## src/soc_macros.svh

```systemverilog
`ifndef SOC_MACROS_SVH
`define SOC_MACROS_SVH

// Bus widths
`define SOC_ADDR_W 32
`define SOC_DATA_W 32
`define SOC_REGION_W 4
`define SOC_FAR_W 28
`define SOC_DEV_W 4

// Regions from address bits 31:28
`define SOC_REGION_RAM 4'h1
`define SOC_REGION_BRIDGE 4'h5

// Devices behind the bridge, far address bits 27:24
`define SOC_DEV_LED 4'h0
`define SOC_DEV_ID 4'h1

`define SOC_RAM_WORDS 512
`define SOC_LED_W 10
`define SOC_SYS_ID 32'h5C0B_0001

`endif

```

## src/soc_pkg.sv

```systemverilog
`default_nettype none

`include "soc_macros.svh"

package soc_pkg;

	typedef logic [`SOC_ADDR_W-1:0] bus_addr_t;
	typedef logic [`SOC_DATA_W-1:0] bus_data_t;
	typedef logic [`SOC_REGION_W-1:0] region_t;
	typedef logic [`SOC_FAR_W-1:0] far_addr_t;
	typedef logic [`SOC_LED_W-1:0] led_t;

	// Requesting port, also the fault port code
	typedef enum logic [1:0] {
		PORT_NONE = 2'd0,
		PORT_A    = 2'd1,
		PORT_B    = 2'd2
	} port_id_t;

	// rw is high for a write
	typedef struct packed {
		logic      rw;
		bus_addr_t addr;
		bus_data_t wdata;
	} bus_req_t;

	typedef struct packed {
		logic      ready;
		bus_data_t rdata;
	} bus_rsp_t;

	typedef enum logic {
		ARB_IDLE,
		ARB_BUSY
	} arb_state_t;

	typedef enum logic [1:0] {
		BR_IDLE,
		BR_ACCESS,
		BR_DONE
	} bridge_state_t;

endpackage

`default_nettype wire

```

## src/region_decode.sv

```systemverilog
`default_nettype none

`include "soc_macros.svh"

module region_decode (
	input  wire                         i_clock,
	input  wire                         i_rst,
	input  wire                         i_bus_req,
	input  wire soc_pkg::bus_req_t      i_bus,
	input  wire soc_pkg::port_id_t      i_grant,
	output soc_pkg::bus_rsp_t           o_bus_rsp,
	output logic                        o_ram_req,
	input  wire soc_pkg::bus_rsp_t      i_ram_rsp,
	output logic                        o_br_req,
	input  wire soc_pkg::bus_rsp_t      i_br_rsp,
	output logic                        o_fault,
	output soc_pkg::bus_addr_t          o_fault_addr,
	output soc_pkg::port_id_t           o_fault_port
);

	soc_pkg::region_t region;
	logic             ram_sel;
	logic             br_sel;
	logic             unmapped;
	logic             unm_ready;

	assign region   = i_bus.addr[`SOC_ADDR_W-1 -: `SOC_REGION_W];
	assign ram_sel  = (region == `SOC_REGION_RAM);
	assign br_sel   = (region == `SOC_REGION_BRIDGE);
	assign unmapped = !ram_sel && !br_sel;

	assign o_ram_req = i_bus_req && ram_sel;
	assign o_br_req  = i_bus_req && br_sel;

	// Unmapped accesses still complete, one cycle late
	always_ff @(posedge i_clock) begin
		if (i_rst) begin
			unm_ready <= 1'b0;
		end else begin
			unm_ready <= i_bus_req && unmapped && !unm_ready;
		end
	end

	always_comb begin
		if (ram_sel) begin
			o_bus_rsp = i_ram_rsp;
		end else if (br_sel) begin
			o_bus_rsp = i_br_rsp;
		end else begin
			o_bus_rsp = '{ready: unm_ready, rdata: '0};
		end
	end

	// ==========================================================
	// Fault capture
	// ==========================================================

	// Sticky, keeps the first faulting access
	always_ff @(posedge i_clock) begin
		if (i_rst) begin
			o_fault      <= 1'b0;
			o_fault_addr <= '0;
			o_fault_port <= soc_pkg::PORT_NONE;
		end else if (i_bus_req && unmapped && !o_fault) begin
			o_fault      <= 1'b1;
			o_fault_addr <= i_bus.addr;
			o_fault_port <= i_grant;
		end
	end

endmodule

`default_nettype wire

```

## config.mk

```make
export PLATFORM = sky130hd
export DESIGN_NAME = region_decode
export DESIGN_NICKNAME = d
export VERILOG_FILES = /design/src/soc_pkg.sv /design/src/region_decode.sv
export VERILOG_INCLUDE_DIRS = /design/src
export SDC_FILE = /design/constraint.sdc
export NUM_CORES = 1
export LEC_CHECK = 0
export BUFFER_PORTS_ARGS = -buffer_cell sky130_fd_sc_hd__buf_2
export CAP_MARGIN = 30
export CORE_UTILIZATION = 33
export CTS_CLUSTER_DIAMETER = 80
export CTS_CLUSTER_SIZE = 10
export DETAILED_ROUTE_END_ITERATION = 8
export GPL_ROUTABILITY_DRIVEN = 0
export GPL_TIMING_DRIVEN = 0
export PLACE_DENSITY = 0.77
export REMOVE_ABC_BUFFERS = 1
export SLEW_MARGIN = 0
export SYNTH_ARGS = -nofsm -noshare
export SYNTH_HDL_FRONTEND = slang
export SYNTH_SLANG_ARGS = --single-unit
export TNS_END_PERCENT = 1
```

## constraint.sdc

```tcl
create_clock -name i_clock -period 1.2 [get_ports i_clock]
set_input_delay 0.24 -clock i_clock [delete_from_list [all_inputs] [get_ports i_clock]]
set_output_delay 0.24 -clock i_clock [all_outputs]
set_load 0.02 [all_outputs]
```

==> qor.yml <==
outcome:
  status: "finished with violations"
  violations: "negative setup slack"
cts:
  cts_tree: "done"
  clk_pin_slew_ns: 0.07
  cts_hold_buf: 0
  clk_latency_ns: 0.28
  clock_sinks: 36
  root_buffer: "clkbuf_8"
  cts-buffers-inserted: 5
  cts.path.max_buffers: 2
  htree_levels: 2
sta:
  fin_crit_sh_pct: 123
  rsz0062_at_grt: "yes"
  setup_viol: 44
  maxSlewHeadroom_pct: 46.2
  fmax_mhz: 676
  slew_viol_final: 0
  min_period_ns: 1.48
  timing.final.ws_setup_ns: -0.278
  tightest_slew_ns: 0.807
  hold_viol_final: 0
  finClkSkew_ns: 0.00563
power:
  p_comb_share_pct: 27.7
  ir_drop_uv: 477
  leakage_nw: 1.73
  p_switching_mw: 0.876
  total_power_mw: 3.09
  powerDensity_mw_per_mm2: 941
  intPower_mw: 2.21
  p_seq_share_pct: 42.5
  sw_frac_of_total_pct: 28.3
  clkPwrFrac_pct: 29.8
synth:
  ys_top_cells_by_count: "mux2i_1 (65), nand2b_1 (65), dfxtp_1 (36)"
  yosysWarnings: 0
  netlist_area_mm2: 0.00216
  synth_area_per_cell_um2: 9.24
  synth-seq-cells: 36
  async_flop_share_pct: 0
  yosys.cell_types.count: 19
  seq_area_frac_synth_pct: 33.3
  synthCells: 234
  synth-edff-count: 0
  synth_area_leaders: "dfxtp_1 (33%), mux2i_1 (30%), nand2b_1 (19%)"
  yosys_most_used_dff: "dfxtp_1"
  synth_top_area_share_pct: 33.3
  synth_area_leader_cell: "dfxtp_1"
grt:
  overflow: 0
  grt_pass1_wl_mm: 9.57
  grt_max_degree: 71
  antenna_found_initial: 0
  grt_pass1_vias: 2205
  grt_usage_pct: 16.8
worst_setup_path:
  crit_fanout: 13
  critical_path_class: "input pin to primary output"
  cp.required_ns: 0.96
  startpoint_type: "input pin"
  endpoint_kind: "primary output"
  worstPathArrival_ns: 1.24
routing:
  vias_per_cell: 4.53
  drt_first_pass_iters: 4
  vias: 2161
  antenna_left: 0
  routed_wl_mm: 5.82
  drc_errors: 0
  drt_iter0_markers: 26
  post_drt_wl_per_cell_um: 12.2
placed_design:
  numPortBuffers: 172
  place_area_mm2: 0.00303
  dpl.hpwl_mm: 4.59
finish:
  synthToLayoutAreaGrowth_pct: 51.8
  layout-drive-gt1-share_pct: 48.0
  nNetsFinal: 536
  post-route-cell-area_mm2: 0.00328
  nFillCells: 633
  diodes: 0
die:
  rows: 29
  core_mm2: 0.00635
  dieHeight_um: 83.0
  die_w_um: 83.0
  pin_count: 206
  dieArea_mm2: 0.00688
  initial_core_util_pct: 34.1
run:
  max_cap_viol_count: 0
min_path:
  hold_path_class: "input pin to register"
==> worst paths after layout <==
| kind | slack (ns) | to | cells after the start | startpoint |
|---|---|---|---|---|
| worst max-delay path | -0.28 | o_bus_rsp[4] | 5 | i_bus[61] |
| worst min-delay path | 0.21 | o_fault_addr[1] | 3 | i_bus[33] |
| worst max register to register | -0.02 | o_fault_addr[24] | 4 | o_fault |
| worst min register to register | 0.43 | unm_ready | 1 | unm_ready |
==> layer usage <==
layer / routed length, µm / global-route usage (%) / vias to the layer above
met4: 142 / 6.74 / 0
met5: 0 / 0 / -
li1: - / - / 1092
met3: 443 / 4.47 / 11
met2: 3130 / 33.3 / 103
met1: 2100 / 16.1 / 955
==> state kept, by name, summed over array words and instances (netlist names) <==
name          cells
unm_ready         1
o_fault_addr     32
o_fault_port      2
o_fault           1
==> per-stage QoR <==
| step | worst slack [ns] | util (%) | hold slack, ns | cells | TNS (ns) |
|---|---|---|---|---|---|
| 6_report | -0.278 | 51.7 | 0.214 | 477 | -8.51 |
| 4_1_cts | -0.302 | 51.3 | 0.208 | 477 | -9.63 |
| 2_1_floorplan | -1.50 | - | 0.312 | 215 | -65.16 |
| 3_5_place_dp | -0.805 | 47.8 | 0.418 | 467 | -41.11 |
| 3_3_place_gp | -2.24 | 46.8 | 0.410 | 464 | -98.30 |
| 5_1_grt | -0.324 | 51.7 | 0.202 | 477 | -11.09 |
==> placed cells by master (no fill, tap or decap), types with 2 or more instances in the layout <==
| cell | n |
|---|---|
| buf_4 | 33 |
| buf_2 | 137 |
| buf_6 | 4 |
| dfxtp_1 | 35 |
| or4bb_1 | 2 |
| buf_12 | 2 |
| nand2_1 | 3 |
| nor2_2 | 2 |
| mux2i_1 | 65 |
| nor2_1 | 31 |
| clkbuf_8 | 8 |
| nand2b_1 | 65 |
| o21ai_1 | 2 |
==> logic make-up (layout without fill, tap and decap cells) <==
group | count (synthesis) | in the layout | synth area share (%)
multiplexers | 65 | 65 | 30.1
flip-flops | 36 | 36 | 33.3
buffers and inverters | 19 | 185 | 7.00
AND/OR/NAND/NOR | 110 | 110 | 28.7
AO/OA/AOI/OAI | 4 | 4 | 0.925
==> area by class of cell <==
cell class              count  area, µm²  share of cell area (%)
multi-input cells         179       1310                    40.0
repair buffers            178       1060                    32.2
flip-flops and latches     36        722                    22.0
clock buffers               7       96.3                    2.93
well taps                  77       96.3                    2.93
==> repair_timing <==
item | 4_1_cts | 5_1_grt
setup buffers | 3 | 0
setup endpoints to repair | 69 | 56
resized for setup | 41 | 10
gates cloned | 0 | 0
pin swaps | 2 | 2
==> power by group through the flow <==
stage	Sequential, mW	Combinational (mW)	Clock, mW
6_report	1.31	0.855	0.920
5_1_grt	1.33	0.925	1.03
4_1_cts	1.32	0.858	0.969
3_3_place_gp	1.34	0.787	0
2_1_floorplan	1.44	0.335	0
3_5_place_dp	1.34	0.824	0
==> worst max-delay path, cell delays in order <==
cell	delay (ns)
buf_2	0.12
or3b_4	0.43
buf_6	0.17
nor2_1	0.12
buf_4	0.16
No activity file was read; power rests on OpenSTA's default activity.
