--- config.mk ---
export PLATFORM = sky130hd
export DESIGN_NAME = bus_arbiter
export DESIGN_NICKNAME = d
export VERILOG_FILES = /design/src/soc_pkg.sv /design/src/bus_arbiter.sv
export VERILOG_INCLUDE_DIRS = /design/src
export SDC_FILE = /design/constraint.sdc
export NUM_CORES = 1
export LEC_CHECK = 0
export BUFFER_PORTS_ARGS = -buffer_cell sky130_fd_sc_hd__buf_2
export CORE_AREA = 5 5 101 103
export CTS_CLUSTER_SIZE = 12
export DETAILED_ROUTE_END_ITERATION = 10
export DIE_AREA = 0 0 106 108
export PLACE_DENSITY = 0.75
export SYNTH_ARGS = -nofsm -noshare
export SYNTH_HDL_FRONTEND = slang
export SYNTH_SLANG_ARGS = --single-unit
--- constraint.sdc ---
create_clock -name i_clock -period 3.3 [get_ports i_clock]
set_input_delay 0.66 -clock i_clock [delete_from_list [all_inputs] [get_ports i_clock]]
set_output_delay 0.66 -clock i_clock [all_outputs]
set_load 0.005 [all_outputs]
--- src/soc_macros.svh ---
`ifndef SOC_MACROS_SVH
`define SOC_MACROS_SVH

// Bus widths
`define SOC_ADDR_W 32
`define SOC_DATA_W 32
`define SOC_REGION_W 4
`define SOC_FAR_W 28
`define SOC_DEV_W 4

// Regions from address bits 31:28
`define SOC_REGION_RAM 4'h1
`define SOC_REGION_BRIDGE 4'h5

// Devices behind the bridge, far address bits 27:24
`define SOC_DEV_LED 4'h0
`define SOC_DEV_ID 4'h1

`define SOC_RAM_WORDS 512
`define SOC_LED_W 10
`define SOC_SYS_ID 32'h5C0B_0001

`endif

--- src/soc_pkg.sv ---
`default_nettype none

`include "soc_macros.svh"

package soc_pkg;

	typedef logic [`SOC_ADDR_W-1:0] bus_addr_t;
	typedef logic [`SOC_DATA_W-1:0] bus_data_t;
	typedef logic [`SOC_REGION_W-1:0] region_t;
	typedef logic [`SOC_FAR_W-1:0] far_addr_t;
	typedef logic [`SOC_LED_W-1:0] led_t;

	// Requesting port, also the fault port code
	typedef enum logic [1:0] {
		PORT_NONE = 2'd0,
		PORT_A    = 2'd1,
		PORT_B    = 2'd2
	} port_id_t;

	// rw is high for a write
	typedef struct packed {
		logic      rw;
		bus_addr_t addr;
		bus_data_t wdata;
	} bus_req_t;

	typedef struct packed {
		logic      ready;
		bus_data_t rdata;
	} bus_rsp_t;

	typedef enum logic {
		ARB_IDLE,
		ARB_BUSY
	} arb_state_t;

	typedef enum logic [1:0] {
		BR_IDLE,
		BR_ACCESS,
		BR_DONE
	} bridge_state_t;

endpackage

`default_nettype wire

--- src/bus_arbiter.sv ---
`default_nettype none

module bus_arbiter (
	input  wire                         i_clock,
	input  wire                         i_rst,

	// Port A, instruction fetch
	input  wire                         i_a_req,
	input  wire soc_pkg::bus_addr_t     i_a_addr,
	output logic                        o_a_ready,
	output soc_pkg::bus_data_t          o_a_rdata,

	// Port B, data
	input  wire                         i_b_req,
	input  wire soc_pkg::bus_req_t      i_b_bus,
	output logic                        o_b_ready,
	output soc_pkg::bus_data_t          o_b_rdata,

	// Shared bus
	output logic                        o_bus_req,
	output soc_pkg::bus_req_t           o_bus,
	output soc_pkg::port_id_t           o_grant,
	input  wire soc_pkg::bus_rsp_t      i_bus_rsp
);

	soc_pkg::arb_state_t state;
	soc_pkg::port_id_t   served;
	logic                a_take;
	logic                b_take;

	// A port just served is held off for one cycle
	assign a_take = i_a_req && (served != soc_pkg::PORT_A);
	assign b_take = i_b_req && (served != soc_pkg::PORT_B);

	always_ff @(posedge i_clock) begin
		if (i_rst) begin
			state     <= soc_pkg::ARB_IDLE;
			o_bus_req <= 1'b0;
			o_grant   <= soc_pkg::PORT_NONE;
			served    <= soc_pkg::PORT_NONE;
		end else begin
			served <= soc_pkg::PORT_NONE;
			case (state)
				soc_pkg::ARB_IDLE: begin
					// Data port has priority
					if (b_take) begin
						state     <= soc_pkg::ARB_BUSY;
						o_bus_req <= 1'b1;
						o_grant   <= soc_pkg::PORT_B;
					end else if (a_take) begin
						state     <= soc_pkg::ARB_BUSY;
						o_bus_req <= 1'b1;
						o_grant   <= soc_pkg::PORT_A;
					end
				end
				soc_pkg::ARB_BUSY: begin
					if (i_bus_rsp.ready) begin
						state     <= soc_pkg::ARB_IDLE;
						o_bus_req <= 1'b0;
						served    <= o_grant;
						o_grant   <= soc_pkg::PORT_NONE;
					end
				end
				default: state <= soc_pkg::ARB_IDLE;
			endcase
		end
	end

	// Bus payload, loaded only on acceptance
	always_ff @(posedge i_clock) begin
		if (state == soc_pkg::ARB_IDLE) begin
			if (b_take) begin
				o_bus <= i_b_bus;
			end else if (a_take) begin
				o_bus <= '{rw: 1'b0, addr: i_a_addr, wdata: '0};
			end
		end
	end

	// ==========================================================
	// Response routing
	// ==========================================================

	assign o_a_ready = (state == soc_pkg::ARB_BUSY) && (o_grant == soc_pkg::PORT_A)
		&& i_bus_rsp.ready;
	assign o_b_ready = (state == soc_pkg::ARB_BUSY) && (o_grant == soc_pkg::PORT_B)
		&& i_bus_rsp.ready;

	assign o_a_rdata = i_bus_rsp.rdata;
	assign o_b_rdata = i_bus_rsp.rdata;

endmodule

`default_nettype wire

==> results of run 1 <==
[Yosys cell counts (2+ instances only)]
master    number
a21oi_1        3
and3_1        33
buf_4         64
buf_6          4
clkbuf_1       6
dfxtp_1        6
edfxtp_1      65
mux2_1        12
mux2_4        20
nand2_1        2
nand2b_1       3
nand3_1        3
nand3b_1       2
nor2_1         6
[power by group]
group | total [mW] | switching [mW] | leakage, nW | internal (mW)
sequential | 1.11 | 0.0238 | 0.702 | 1.09
combinational | 0.281 | 0.131 | 1.14 | 0.150
clock | 0.759 | 0.328 | 0.107 | 0.431
total | 2.15 | 0.482 | 1.95 | 1.67
[through the flow]
step                      setup slack, ns  hold WS (ns)
after global placement              0.985         0.466
after floorplan                     0.968         0.447
final                                1.27         0.481
after global routing                 1.17         0.498
after CTS                            1.27         0.490
after detailed placement            0.906         0.480
[placed cells by master (no fill, tap or decap), types with 3 or more instances in the layout]
master      n
edfxtp_1   65
buf_4       3
nand3_1     3
a21oi_1     3
mux2_4     20
buf_2     171
mux2_1     12
nand2b_1    3
dfxtp_1     6
clkbuf_8    9
and3_1     33
nor2_1      6
[kinds of logic (layout without fill, tap and decap cells)]
| family | count (synthesis) | after routing |
|---|---|---|
| multiplexers | 32 | 32 |
| flip-flops | 71 | 71 |
| buffers and inverters | 76 | 191 |
| AO/OA/AOI/OAI | 6 | 6 |
| AND/OR/NAND/NOR | 52 | 52 |
[routing by layer]
metal | vias up | routed length, um
met1 | 960 | 2570
met3 | 12 | 1090
met4 | 0 | 94
li1 | 1009 | -
met2 | 157 | 4780
met5 | - | 0
[worst min-delay path, delay by kind of cell (launching register included)]
family	cells	cell delay [ns]
DFF	1	0.32
AOI/OAI and AO/OA	1	0.06
and+or+nand+nor	1	0.06
[flip-flops by register name, indices dropped and copies added (netlist names)]
name,count
o_bus,65
o_bus_req,1
o_grant,2
served,2
state,1
[final timing paths]
path,to,cells past startpoint
setup / recovery,o_bus[61],5
hold / removal,o_bus_req,2
setup reg to reg,o_bus[53],4
hold reg to reg,o_bus_req,2
[cell type report]
cell class | instances | area, um2
fillers | 851 | 5010
flip-flops and latches | 71 | 2070
repair buffers | 174 | 878
multi-input cells | 90 | 783
well taps | 111 | 139
clock buffers | 10 | 128
clock inverters | 6 | 93.8
inverters | 1 | 3.75
==> results by group, run 1 <==
STA
  – Relative slew slack: 62.8%
  – Final critical-path required period: 2.03 ns
  – Pins over their slew limit: 0
  – Setup tns final: 0 ns
  – Maximum clock frequency: 0.492 GHz
  – Final Hold Viols: 0
  – RSZ-0062 raised after global routing: false
  – Worst-Margin Slew: 0.557 ns
  – Clock Skews: 0.0122 ns
  – Final-report setup violation count: 0
  – Period utilization: 61.6%

Yosys
  – Post-synthesis sequential area ratio: 60.7%
  – Ys Warns: 0
  – EDFF count, synth: 65
  – Synth Area in Adders: 0%
  – Largest family of logic cells by synthesized area: buffers and inverters
  – Top cell type's share of synthesized area: 57.2%
  – Netlist cell types: 22
  – Mux cell area share after synthesis: 12.8%
  – Ys flop type: edfxtp_1
  – Post-Synth XOR/XNOR Area: 0%
  – Post-Syn Area: 0.00341 mm2
  – Synth Area in Compound Gates: 0.990%
  – Post-Synth Simple-Gate Area: 9.20%
  – Mapped Cells: 237
  – Asr flop ratio synth: 0%
  – Largest cells by area after synthesis: edfxtp_1 57%, buf_4 14%, mux2_4 8.8%
  – Post-synth top area cell: edfxtp_1
  – Synth Net Count: 371
  – Syn_area_per_cell: 14.4 um2
  – Synth Register Bits: 71

Floorplanning
  – Die ar.: 0.0114 mm2
  – Initial core utilization: 37.5%
  – Top-level I/O count: 268
  – Die span in y: 108 um
  – Row cnt: 35
  – Die X: 106 um
  – Core Area: 0.00911 mm2

Finish
  – Final cell count without fillers: 463
  – # diodes: 0
  – Layout cells sized above 1: 60.2%
  – Area Growth Syn to Fin: 20.1%
  – Post-route cell area: 0.00410 mm2
  – Final Net Count: 481
  – Fin util: 45.0%

Clocking
  – TritonCTS clock tree: done
  – Number of buffers created by CTS: 9
  – Resized cells post-CTS: 0
  – Clock Path Buffers: 2
  – Clk Latency, worst-skew pair: 0.34 ns
  – Clock sink count: 71
  – H-tree depth: 3
  – Post-CTS setup buffers: 0
  – Hold_buf cts: 0
  – CTS clk-pin slew, worst paths: 0.07 ns
  – CTS root buf: clkbuf_8

Global routing
  – Gr usage total: 14.1%
  – Largest net degree at the start of global routing: 39
  – Gr busiest metal: met2
  – Met2 GRT Util: 26.6%
  – First-pass GRT wire length: 12200 um
  – Met1 Use GR: 12.7%
  – Initial antenna violation count: 0
  – Met3 Resource Use GR: 7.46%
  – Total congestion overflow: 0
  – Vias in the first global route: 2216

Placement
  – Port bufs: 171
  – RePlAce Congestion: 0.721
  – Placed cells: 447
  – Placed Area: 0.00388 mm2
  – Hpwl dp: 6950 um

Route
  – Vias per cell: 4.62
  – Drt wl/cell: 18.4 um
  – Vias: 2138
  – DRC viols: 0
  – Drt first pass iters: 4
  – Total wire length: 8540 um
  – 1st-iter DRT viols: 64
  – Remaining antenna violation count: 0

Worst setup path
  – Cell family with most CP delay: buffers and inverters
  – CP Launch Type: input port
  – CP max stage delay: 0.41 ns
  – Crit path cell chain: buf_2 > a21oi_1 > or3_4 > inv_2 > buf_4
  – CP Class: in2reg
  – Crit-path max FO: 38
  – Critical path origin: i_b_req
  – Reg-to-reg startpoint: served[0]
  – Arrival time at the worst endpoint: 2.00 ns
  – R2r setup slk: 1.46 ns
  – CP required: 3.27 ns
  – Crit path buf inv count: 3
  – Endpoint type of the worst setup path: flop
  – Crit path max-delay cell type: buf_4

Status
  – Status: finished clean

Pwr
  – Worst vdd ir: 0.254 mV
  – Power Dens Cells: 525 mW/mm2
  – LEAKAGE: 1.95 nW
  – Pwr Total: 2.15 mW

Job
  – MaxCap Viol Count: 0

Min path
  – Hold_sp: o_bus_req
  – Worst min path class: reg2reg
Power figures use the tool's default switching activity.
==> run 2, diff against run 1 <==
Settings changed: CORE_AREA 5 5 101 103 to 5 5 102 104, DIE_AREA 0 0 106 108 to 0 0 107 109, PLACE_DENSITY 0.75 to 0.73.
Clock period 3.3 ns to 1.9 ns, I/O delays scaled along.
==> results by group, run 2 (synthesized netlist as in run 1, its figures left out) <==
Worst setup path
  – Crit path cell chain: nand2b_1 > nor2_1 > or3_4 > inv_4 > buf_12
  – CP Class: reg2reg
  – CP required: 1.94 ns (-1.33 ns)
  – Crit path max-delay cell type: or3_4
  – Cell family with most CP delay: simple AND/OR/NAND/NOR gates
  – Endpoint type of the worst setup path: flop
  – Arrival time at the worst endpoint: 1.77 ns (-0.23 ns)
  – Critical path origin: served[0]
  – Crit-path max FO: 22 (-42%)
  – CP max stage delay: 0.40 ns (about the same)
  – CP Launch Type: flop
  – Crit path buf inv count: 2 (-1)
  – Reg-to-reg startpoint: served[0]

Placement
  – RePlAce Congestion: 0.800 (+11%)
  – Placed cells: 454 (+1.6%)
  – Hpwl dp: 7060 um (+1.5%)
  – Port bufs: 171 (unchanged)

STA
  – Period utilization: 91.0%
  – Final-report setup violation count: 0 (unchanged)
  – RSZ-0062 raised after global routing: false
  – Worst-Margin Slew: 0.258 ns (-0.300 ns)
  – Final Hold Viols: 0 (unchanged)
  – Maximum clock frequency: 0.578 GHz
  – Setup tns final: 0 ns (unchanged)
  – Relative slew slack: 82.8% (+20 points)
  – Final critical-path required period: 1.73 ns
  – Clock Skews: 0.00843 ns (-0.00376 ns)
  – Worst Hold Slack: 0.289 ns (-0.192 ns)
  – Pins over their slew limit: 0 (unchanged)

Finish
  – Max reg flops: 65 (unchanged)
  – Most common cell after layout, fill and taps aside: buf_2
  – # diodes: 0 (unchanged)
  – Final Net Count: 485 (+0.83%)
  – Most flop-heavy register: o_bus
  – Most frequent cells in the layout: 171 x buf_2, 65 x edfxtp_1, 33 x and3_1, 20 x mux2_4, 12 x mux2_1
  – Leading registers by flop count: o_bus (65), o_grant (2), served (2)
  – Layout cells sized above 1: 60.4% (+0.17 points)
  – Area Growth Syn to Fin: 21.3%
  – Final cell count without fillers: 470 (+1.5%)

Clocking
  – Clock Path Buffers: 2 (unchanged)
  – Clk Latency, worst-skew pair: 0.34 ns (about the same)
  – Hold_buf cts: 0 (unchanged)
  – Post-CTS setup buffers: 0 (unchanged)
  – Clock sink count: 71 (unchanged)
  – Resized cells post-CTS: 0 (unchanged)
  – H-tree depth: 3 (unchanged)
  – Number of buffers created by CTS: 9 (unchanged)
  – CTS root buf: clkbuf_8
  – TritonCTS clock tree: done
  – CTS clk-pin slew, worst paths: 0.07 ns (about the same)

Global routing
  – Vias in the first global route: 2130 (-3.9%)
  – Initial antenna violation count: 0 (unchanged)
  – Met1 Use GR: 13.9% (+1.2 points)
  – Met2 GRT Util: 24.3% (-2.3 points)
  – Met3 Resource Use GR: 7.16% (-0.30 points)
  – Largest net degree at the start of global routing: 35 (-10%)
  – Total congestion overflow: 0 (unchanged)
  – Gr busiest metal: met2
  – First-pass GRT wire length: 12000 um (-1.9%)
  – Gr usage total: 13.9% (-0.12 points)

Pwr
  – Pwr Total: 3.60 mW (+68%)
  – Power Dens Cells: 871 mW/mm2 (+66%)
  – Worst vdd ir: 0.273 mV (+7.6%)
  – LEAKAGE: 1.97 nW (+1.2%)

Floorplanning
  – Die span in y: 109 um (+0.93%)
  – Core Area: 0.00946 mm2 (+3.8%)
  – Row cnt: 36 (+2.9%)
  – Initial core utilization: 36.1% (-1.4 points)
  – Die X: 107 um (+0.94%)
  – Die ar.: 0.0117 mm2 (+1.9%)
  – Top-level I/O count: 268 (unchanged)

Route
  – Drt first pass iters: 4 (unchanged)
  – Drt wl/cell: 18.5 um (+0.18%)
  – Vias: 2199 (+2.9%)
  – Vias per cell: 4.68 (+1.3%)
  – 1st-iter DRT viols: 99 (+55%)
  – Remaining antenna violation count: 0 (unchanged)
  – DRC viols: 0 (unchanged)
  – Total wire length: 8690 um (+1.7%)

Job
  – MaxCap Viol Count: 0 (unchanged)

Min path
  – Worst min path class: in2reg
  – Hold_sp: i_rst

Status
  – Status: finished clean
## run 2: cell types whose count changed in the layout (fill, tap and decap cells not counted)
cell	change
buf_12	+3
clkinv_2	+2
buf_4	+1
bufinv_16	-1
clkinv_1	+1
clkinvlp_4	-1
inv_2	-1
inv_4	+1
inv_6	-1
## run 2: final timing paths
kind                             endpoint  slack, ns  cells after the start
worst min register to register  o_bus_req       0.48                      2
worst max-delay path            o_bus[56]       0.17                      5
worst max register to register  o_bus[56]       0.17                      5
worst min-delay path                state       0.29                      2
## run 2: per-stage QoR
step / worst slack, ns / utilization, % / instance area, um2
final: 0.171 / 43.8 / 4140
after global routing: 0.0808 / 43.8 / 4140
after CTS: 0.173 / 43.8 / 4140
after detailed placement: 0.186 / 41.8 / 3950
after global placement: 0.211 / 41.8 / 3950
after floorplan: 0.106 / - / 3410
## run 2: layout make-up
type	instances	area [um2]
multi-input combinational	90	783
inverter	1	6.26
fill	853	5320
clock buffer	10	128
clock inverter	6	61.3
tap	114	143
timing repair buffer	178	946
sequential	71	2070
## run 2: metal layers
metal / part of all wire, % / wire length [um] / up-vias
met3: 12 / 1060 / 18
met5: 0 / 0 / -
li1: - / - / 1012
met2: 52 / 4530 / 179
met1: 34 / 2930 / 990
met4: 1.9 / 161 / 0
## run 2: report_power, final
| group | internal, mW | total (mW) | switching [mW] |
|---|---|---|---|
| clock | 0.602 | 1.16 | 0.554 |
| combinational | 0.284 | 0.516 | 0.233 |
| sequential | 1.89 | 1.93 | 0.0442 |
