==> src/soc_macros.svh <==
`ifndef SOC_MACROS_SVH
`define SOC_MACROS_SVH

// Bus widths
`define SOC_ADDR_W 32
`define SOC_DATA_W 32
`define SOC_REGION_W 4
`define SOC_FAR_W 28
`define SOC_DEV_W 4

// Regions from address bits 31:28
`define SOC_REGION_RAM 4'h1
`define SOC_REGION_BRIDGE 4'h5

// Devices behind the bridge, far address bits 27:24
`define SOC_DEV_LED 4'h0
`define SOC_DEV_ID 4'h1

`define SOC_RAM_WORDS 512
`define SOC_LED_W 10
`define SOC_SYS_ID 32'h5C0B_0001

`endif

==> src/soc_pkg.sv <==
`default_nettype none

`include "soc_macros.svh"

package soc_pkg;

	typedef logic [`SOC_ADDR_W-1:0] bus_addr_t;
	typedef logic [`SOC_DATA_W-1:0] bus_data_t;
	typedef logic [`SOC_REGION_W-1:0] region_t;
	typedef logic [`SOC_FAR_W-1:0] far_addr_t;
	typedef logic [`SOC_LED_W-1:0] led_t;

	// Requesting port, also the fault port code
	typedef enum logic [1:0] {
		PORT_NONE = 2'd0,
		PORT_A    = 2'd1,
		PORT_B    = 2'd2
	} port_id_t;

	// rw is high for a write
	typedef struct packed {
		logic      rw;
		bus_addr_t addr;
		bus_data_t wdata;
	} bus_req_t;

	typedef struct packed {
		logic      ready;
		bus_data_t rdata;
	} bus_rsp_t;

	typedef enum logic {
		ARB_IDLE,
		ARB_BUSY
	} arb_state_t;

	typedef enum logic [1:0] {
		BR_IDLE,
		BR_ACCESS,
		BR_DONE
	} bridge_state_t;

endpackage

`default_nettype wire

==> src/periph_bridge.sv <==
`default_nettype none

`include "soc_macros.svh"

module periph_bridge (
	input  wire                         i_clock,
	input  wire                         i_rst,
	input  wire                         i_req,
	input  wire soc_pkg::bus_req_t      i_bus,
	output soc_pkg::bus_rsp_t           o_rsp,
	output soc_pkg::led_t               o_led
);

	soc_pkg::bridge_state_t state;
	logic                   ready_q;
	soc_pkg::led_t          led_q;

	// Captured near request
	logic                   rw_q;
	soc_pkg::far_addr_t     far_q;
	soc_pkg::bus_data_t     wdata_q;

	soc_pkg::bus_data_t     rdata_q;
	soc_pkg::bus_data_t     far_rdata;
	logic [`SOC_DEV_W-1:0]  dev;

	assign dev = far_q[`SOC_FAR_W-1 -: `SOC_DEV_W];

	always_comb begin
		far_rdata = '0;
		if (!rw_q) begin
			case (dev)
				`SOC_DEV_LED: far_rdata = soc_pkg::bus_data_t'(led_q);
				`SOC_DEV_ID:  far_rdata = `SOC_SYS_ID;
				default:      far_rdata = '0;
			endcase
		end
	end

	// ==========================================================
	// Capture, access, return
	// ==========================================================

	always_ff @(posedge i_clock) begin
		if (i_rst) begin
			state   <= soc_pkg::BR_IDLE;
			ready_q <= 1'b0;
			led_q   <= '0;
		end else begin
			ready_q <= 1'b0;
			case (state)
				soc_pkg::BR_IDLE: begin
					// Held request after ready is not a new access
					if (i_req && !ready_q) begin
						state <= soc_pkg::BR_ACCESS;
					end
				end
				soc_pkg::BR_ACCESS: begin
					if (rw_q && (dev == `SOC_DEV_LED)) begin
						led_q <= wdata_q[`SOC_LED_W-1:0];
					end
					state <= soc_pkg::BR_DONE;
				end
				soc_pkg::BR_DONE: begin
					ready_q <= 1'b1;
					state   <= soc_pkg::BR_IDLE;
				end
				default: state <= soc_pkg::BR_IDLE;
			endcase
		end
	end

	always_ff @(posedge i_clock) begin
		if (state == soc_pkg::BR_IDLE) begin
			rw_q    <= i_bus.rw;
			far_q   <= i_bus.addr[`SOC_FAR_W-1:0];
			wdata_q <= i_bus.wdata;
		end
		if (state == soc_pkg::BR_ACCESS) begin
			rdata_q <= far_rdata;
		end
	end

	assign o_rsp = '{ready: ready_q, rdata: rdata_q};
	assign o_led = led_q;

endmodule

`default_nettype wire

==> config.mk <==
export PLATFORM = sky130hd
export DESIGN_NAME = periph_bridge
export DESIGN_NICKNAME = d
export VERILOG_FILES = /design/src/soc_pkg.sv /design/src/periph_bridge.sv
export VERILOG_INCLUDE_DIRS = /design/src
export SDC_FILE = /design/constraint.sdc
export NUM_CORES = 1
export LEC_CHECK = 0
export CAP_MARGIN = 10
export CORE_MARGIN = 2
export CORE_UTILIZATION = 37
export DETAILED_ROUTE_END_ITERATION = 8
export DONT_BUFFER_PORTS = 1
export GPL_TIMING_DRIVEN = 1
export PLACE_DENSITY = 0.48
export SLEW_MARGIN = 25
export SYNTH_ARGS = -nofsm -noshare
export SYNTH_HDL_FRONTEND = slang
export SYNTH_SLANG_ARGS = --single-unit
==> constraint.sdc <==
create_clock -name i_clock -period 4.33 [get_ports i_clock]
set_clock_uncertainty 0.2 [all_clocks]
set_input_delay 1.299 -clock i_clock [delete_from_list [all_inputs] [get_ports i_clock]]
set_output_delay 1.299 -clock i_clock [all_outputs]
set_load 0.02 [all_outputs]
==> results of run 1 <==
-- cell usage in the layout, fill, tap and decap left out, types with 2 or more instances in the layout --
cell                       count
sky130_fd_sc_hd__nor2_1        3
sky130_fd_sc_hd__edfxtp_1     26
sky130_fd_sc_hd__dfxtp_1      13
sky130_fd_sc_hd__clkbuf_8      5
sky130_fd_sc_hd__and2_1       10
sky130_fd_sc_hd__conb_1       15
sky130_fd_sc_hd__mux2i_1      10
sky130_fd_sc_hd__clkbuf_1      2
sky130_fd_sc_hd__nand2b_1     21
-- stage by stage --
| stage | setup slack (ns) | hold slack [ns] |
|---|---|---|
| 2_1_floorplan | 2.096 | 0.2443 |
| 3_3_place_gp | 2.169 | 0.2531 |
| 3_5_place_dp | 2.162 | 0.2809 |
| 4_1_cts | 1.837 | 0.2855 |
| 5_1_grt | 1.807 | 0.3204 |
| 6_report | 1.856 | 0.2901 |
-- cells in the mapped netlist --
cell and n:
sky130_fd_sc_hd__and2_1 10, sky130_fd_sc_hd__buf_4 22, sky130_fd_sc_hd__buf_6 1, sky130_fd_sc_hd__clkbuf_1 2
sky130_fd_sc_hd__conb_1 1, sky130_fd_sc_hd__dfxtp_1 13, sky130_fd_sc_hd__edfxtp_1 26, sky130_fd_sc_hd__inv_1 1
sky130_fd_sc_hd__mux2i_1 10, sky130_fd_sc_hd__nand2_1 1, sky130_fd_sc_hd__nand2b_1 21, sky130_fd_sc_hd__nor2_1 4
sky130_fd_sc_hd__nor3_1 1, sky130_fd_sc_hd__nor3_2 1, sky130_fd_sc_hd__nor3b_1 1, sky130_fd_sc_hd__nor4b_4 1
sky130_fd_sc_hd__o21a_1 1, sky130_fd_sc_hd__or3_4 1
-- flip-flops by register name, indices dropped and copies added, names as in the netlist --
signal and cells:
far_q 4, o_led 10, rdata_q 11, ready_q 1, rw_q 1, state 2
wdata_q 10
-- power by group through the flow --
stage          Sequential, W  Clock, W  Combinational [W]
2_1_floorplan       0.000439         0          0.0000455
3_3_place_gp        0.000441         0          0.0000345
3_5_place_dp        0.000441         0          0.0000355
4_1_cts             0.000433  0.000238          0.0000354
5_1_grt             0.000435  0.000251          0.0000391
6_report            0.000433  0.000227          0.0000351
-- routing by layer --
layer | routed length, um | track usage, % | vias to the layer above
li1 | - | - | 352
met1 | 942 | 11.57 | 309
met2 | 875 | 13.12 | 46
met3 | 263 | 6.782 | 5
met4 | 51 | 6.624 | 0
met5 | 0 | 0 | -
-- cells by family (layout without fill, tap and decap cells) --
kind of cell,after synthesis,after routing,share of synthesized area (%)
and+or+nand+nor,41,41,16.78
AOI/OAI and AO/OA,1,1,0.4664
muxes,10,10,6.216
buffers and inverters,26,10,11.66
DFF,39,39,64.65
other,1,15,0.2329
-- cell type report --
| cell class | count | area (sq um) |
|---|---|---|
| fillers | 398 | 2454 |
| flip-flops and latches | 39 | 1041 |
| multi-input cells | 67 | 436.7 |
| clock buffers | 7 | 76.32 |
| well taps | 50 | 62.56 |
| repair buffers | 1 | 7.507 |
| clock inverters | 1 | 5.005 |
| inverters | 1 | 3.754 |
-- how the worst max path moves through the flow --
stage	depth (start not counted)	end	startpoint
6_report	1	o_rsp[19]	rdata_q[28]
5_1_grt	1	o_rsp[19]	rdata_q[28]
2_1_floorplan	1	o_rsp[17]	rdata_q[28]
4_1_cts	1	o_rsp[19]	rdata_q[28]
3_3_place_gp	1	o_rsp[19]	rdata_q[28]
3_5_place_dp	1	o_rsp[19]	rdata_q[28]
==> results.py, run 1 <==
metrics = {
    "setup_path": {
        "worst_path_max_delay_cell": "sky130_fd_sc_hd__buf_4",
        "r2r-start": "far_q[25]",
        "r2r_end": "o_led[1]",
        "timing.reg2reg.worst_path_depth": 3,
        "timing.critical_path.buf_inv": 1,
        "worstSetupStartpointType": "register",
        "critPathCaptureType": "primary output",
        "r2r_setup_slack_ns": 2.25,
        "critical_path_class": "reg2out",
        "critical_path_arrival_ns": 0.97,
        "timing.critical_path.max_delay_family": "buffers and inverters",
        "critPathRequiredTime_ns": 2.83,
        "crit_chain": "buf_4",
        "critical_path_peak_fanout": 7,
        "worst_path_largest_cell_delay_ns": 0.36,
    },
    "power_and_ir_drop": {
        "switching_share_pct": 22.29,
        "power.share.sequential_pct": 62.3,
        "irDropWorstVdd_mv": 0.2670,
        "p_clk_share_pct": 32.7,
        "p_comb_share_pct": 5.1,
        "switchingPower_w": 0.0001548,
        "intPower_w": 0.0005398,
        "power_total_w": 0.0006946,
        "power_per_cell_area_mw_per_mm2": 425.4,
        "p_leak_nw": 0.5785,
    },
    "route": {
        "route.detailed.vias_per_inst": 4.289,
        "dr.first_iter.drc_count": 4,
        "drtAntennaViolNets": 0,
        "detail_route.wirelength_um": 2133,
        "detailedRoute.firstPassIterationCount": 3,
        "detail_route.drc_violations": 0,
        "routedWlPerCell_um": 12.85,
        "routed-via-count": 712,
    },
    "global_routing": {
        "grt_pass1_wl_um": 3608,
        "grt_use_total_pct": 9.982,
        "grt_max_degree": 24,
        "gr-total-overflow": 0,
        "antenna_found_initial": 0,
        "first_global_vias": 689,
    },
    "floorplanning": {
        "core_area_sq_mm": 0.004086,
        "floorplan.die.width_um": 69.97,
        "ioPinCount": 111,
        "num_rows": 23,
        "die_height_um": 69.97,
        "floorplan.initialDensity_pct": 39.41,
        "dieArea_sq_mm": 0.004896,
    },
    "timing": {
        "setup-violations-final": 0,
        "final_max_slew_viol_count": 0,
        "unrepaired_setup_endpoints_after_global_routing": "false",
        "slew_headroom_pct": 44.41,
        "finalCriticalPeriod_ns": 2.474,
        "setup-tns-final_ns": 0,
        "fin_crit_sh_pct": 57.13,
        "worst_slew_pin_slew_ns": 0.8303,
        "max_clock_freq_mhz": 404.2,
        "finalHoldViolations": 0,
    },
    "yosys": {
        "cell_type_contributing_the_most_total_cell_area_after_synthesis": "sky130_fd_sc_hd__edfxtp_1",
        "postSynthAreaPerCell_sq_um": 13.65,
        "synth_seq_cells": 39,
        "post_synth_num_cell_types": 18,
        "synthesis.yosys.warnings": 0,
        "yosysSeqAreaShare_pct": 64.65,
        "netlist.area_leader.share_pct": 48.48,
        "gate_count_post_synth": 118,
        "syn_area_sq_mm": 0.001610,
        "synthTopCellsByArea": "sky130_fd_sc_hd__edfxtp_1 (48%), sky130_fd_sc_hd__dfxtp_1 (16%), sky130_fd_sc_hd__buf_4 (10%)",
    },
    "clock_network": {
        "cts-resized-gates": 0,
        "cts_hold_buffers": 0,
        "post_cts.repair.setup_buffers": 0,
        "clock_tree_from_tritoncts": "yes",
        "cts_sinks": 39,
        "worstSkewPairLatency_ns": 0.29,
        "cts_max_path_buffers": 2,
        "cts.htree.levels": 2,
        "clock-root-buffer": "sky130_fd_sc_hd__clkbuf_8",
        "cts_made_buffers": 5,
        "cts.clk_slew.worst_paths_ns": 0.07,
    },
    "job": {
        "cap_violations": 0,
    },
    "finish": {
        "instances_no_fill": 166,
        "antennaDiodeCount": 0,
        "final_core_util_pct": 39.96,
        "num-nets-final": 183,
        "stdcell_area_sq_mm": 0.001633,
        "flow.area_growth_from_synthesis_pct": 1.399,
        "drive_gt1_share_pct": 9.483,
    },
    "placement": {
        "numPortBuffers": 0,
        "place.detailed.hpwl_um": 1583,
        "place_area_sq_mm": 0.001551,
        "place_inst": 158,
        "globalplace.congestion": 0.7061,
    },
    "worst_hold_path": {
        "hold_path_depth": 1,
        "hold_path_class": "reg2reg",
        "min_from": "state[0]",
        "hold-path-endpoint": "ready_q",
    },
    "outcome": {
        "outcome": "complete, no violations",
    },
}
Note: power is estimated with default switching activity, not from simulation.
==> run 2: changes to the inputs <==
clock period = 2.4 ns   (was 4.33 ns; I/O delays follow)
==> results.py, run 2 (synthesis gave the netlist of run 1 again) <==
metrics = {
    "setup_path": {
        "crit_path_cell_count": 1,
        "critical_path_arrival_ns": 0.96,
        "r2r-start": "far_q[25]",
        "timing.critical_path.max_delay_family": "buffers and inverters",
        "worst_path_max_delay_cell": "sky130_fd_sc_hd__buf_4",
        "worst_path_largest_cell_delay_ns": 0.36,
        "critical_path_class": "reg2out",
        "critPathCaptureType": "primary output",
        "endpoint": "o_rsp[19]",
        "critPathRequiredTime_ns": 1.48,
        "crit_start": "rdata_q[28]",
        "r2r_end": "o_led[5]",
        "worstSetupStartpointType": "register",
        "timing.critical_path.buf_inv": 1,
        "r2r_setup_slack_ns": 0.62,
        "timing.reg2reg.worst_path_depth": 4,
        "crit_chain": "buf_4",
        "critical_path_peak_fanout": 7,
    },
    "power_and_ir_drop": {
        "irDropWorstVdd_mv": 0.4223,
        "power_per_cell_area_mw_per_mm2": 758.2,
        "p_leak_nw": 0.5878,
    },
    "timing": {
        "fin_crit_sh_pct": 78.28,
        "setup-violations-final": 0,
        "finalHoldViolations": 0,
        "max_clock_freq_mhz": 532.3,
        "setup-tns-final_ns": 0,
        "unrepaired_setup_endpoints_after_global_routing": "false",
        "hold_ws_ns": 0.2824,
        "finalCriticalPeriod_ns": 1.879,
        "final_max_slew_viol_count": 0,
    },
    "route": {
        "drtAntennaViolNets": 0,
        "detailedRoute.firstPassIterationCount": 4,
        "routed-via-count": 712,
        "routedWlPerCell_um": 12.47,
        "detail_route.drc_violations": 0,
        "route.detailed.vias_per_inst": 4.238,
        "detail_route.wirelength_um": 2095,
        "dr.first_iter.drc_count": 33,
    },
    "finish": {
        "num-nets-final": 185,
        "stdcell_area_sq_mm": 0.001645,
        "flow.area_growth_from_synthesis_pct": 2.176,
        "antennaDiodeCount": 0,
        "drive_gt1_share_pct": 10.17,
        "largest_reg_flops": 11,
        "layout.cells.most_common_list": "sky130_fd_sc_hd__edfxtp_1 (26), sky130_fd_sc_hd__nand2b_1 (21), sky130_fd_sc_hd__conb_1 (15), sky130_fd_sc_hd__dfxtp_1 (13)",
        "leading_cell_type_in_the_layout_fill_and_taps_excluded": "sky130_fd_sc_hd__edfxtp_1",
        "largest-register": "rdata_q",
    },
    "clock_network": {
        "clock_tree_from_tritoncts": "yes",
        "cts_made_buffers": 5,
        "clock-root-buffer": "sky130_fd_sc_hd__clkbuf_8",
        "cts-resized-gates": 0,
        "cts.clk_slew.worst_paths_ns": 0.07,
        "cts_hold_buffers": 0,
        "cts.htree.levels": 2,
        "cts_max_path_buffers": 2,
        "cts_sinks": 39,
        "worstSkewPairLatency_ns": 0.28,
        "post_cts.repair.setup_buffers": 0,
    },
    "floorplanning": {
        "floorplan.die.width_um": 69.97,
        "ioPinCount": 111,
        "core_area_sq_mm": 0.004086,
        "floorplan.initialDensity_pct": 39.41,
        "die_height_um": 69.97,
        "num_rows": 23,
        "dieArea_sq_mm": 0.004896,
    },
    "global_routing": {
        "first_global_vias": 699,
        "gr-total-overflow": 0,
        "grt_use_total_pct": 9.396,
        "grt_pass1_wl_um": 3415,
        "antenna_found_initial": 0,
        "grt_max_degree": 24,
    },
    "placement": {
        "numPortBuffers": 0,
        "place_area_sq_mm": 0.001564,
        "globalplace.congestion": 0.7039,
    },
    "worst_hold_path": {
        "hold_path_class": "reg2reg",
    },
    "job": {
        "cap_violations": 0,
    },
    "outcome": {
        "outcome": "complete, no violations",
    },
}
## run 2: changes by cell type in the layout (fill, tap and decap cells not counted), sizes merged
cell,previous run,this run
buf,1,3
## run 2: per-layer routing
metal | vias up | GRT usage [%] | routed length, um
met4 | 0 | 5.769 | 66
met1 | 302 | 10.63 | 929
li1 | 353 | - | -
met5 | - | 0 | 0
met2 | 49 | 12.28 | 819
met3 | 8 | 7.215 | 279
## run 2: layout make-up
class                      instances  area, sq um
fill                             383         2441
sequential                        39         1041
multi-input combinational         67        434.2
clock buffer                       7        76.32
tap                               50        62.56
timing repair buffer               3        22.52
clock inverter                     1        5.005
inverter                           1        3.754
## run 2: power breakdown
| part | internal [W] | switching [W] | leakage [nW] |
|---|---|---|---|
| clock | 0.000203 | 0.000199 | 0.0422 |
| combinational | 0.0000171 | 0.0000487 | 0.187 |
| sequential | 0.000755 | 0.0000248 | 0.358 |
| total | 0.000975 | 0.000272 | 0.588 |
## run 2: per-stage QoR
step	setup slack (ns)	power [W]	utilization, %	cells
floorplan	0.7453	0.0008744	-	132
global placement	0.6580	0.0008593	38.27	160
detailed placement	0.6427	0.0008609	38.27	160
CTS	0.5044	0.001268	40.26	168
global route	0.4692	0.001306	40.26	168
finish	0.5213	0.001247	40.26	168
## run 2: worst min-delay path by stage
stage              from  endpoint  cells past startpoint
2_1_floorplan  state[0]  state[0]                      1
3_3_place_gp   state[0]   ready_q                      1
3_5_place_dp   state[0]   ready_q                      1
4_1_cts        state[0]   ready_q                      1
5_1_grt           i_rst  state[1]                      1
6_report       state[0]   ready_q                      1
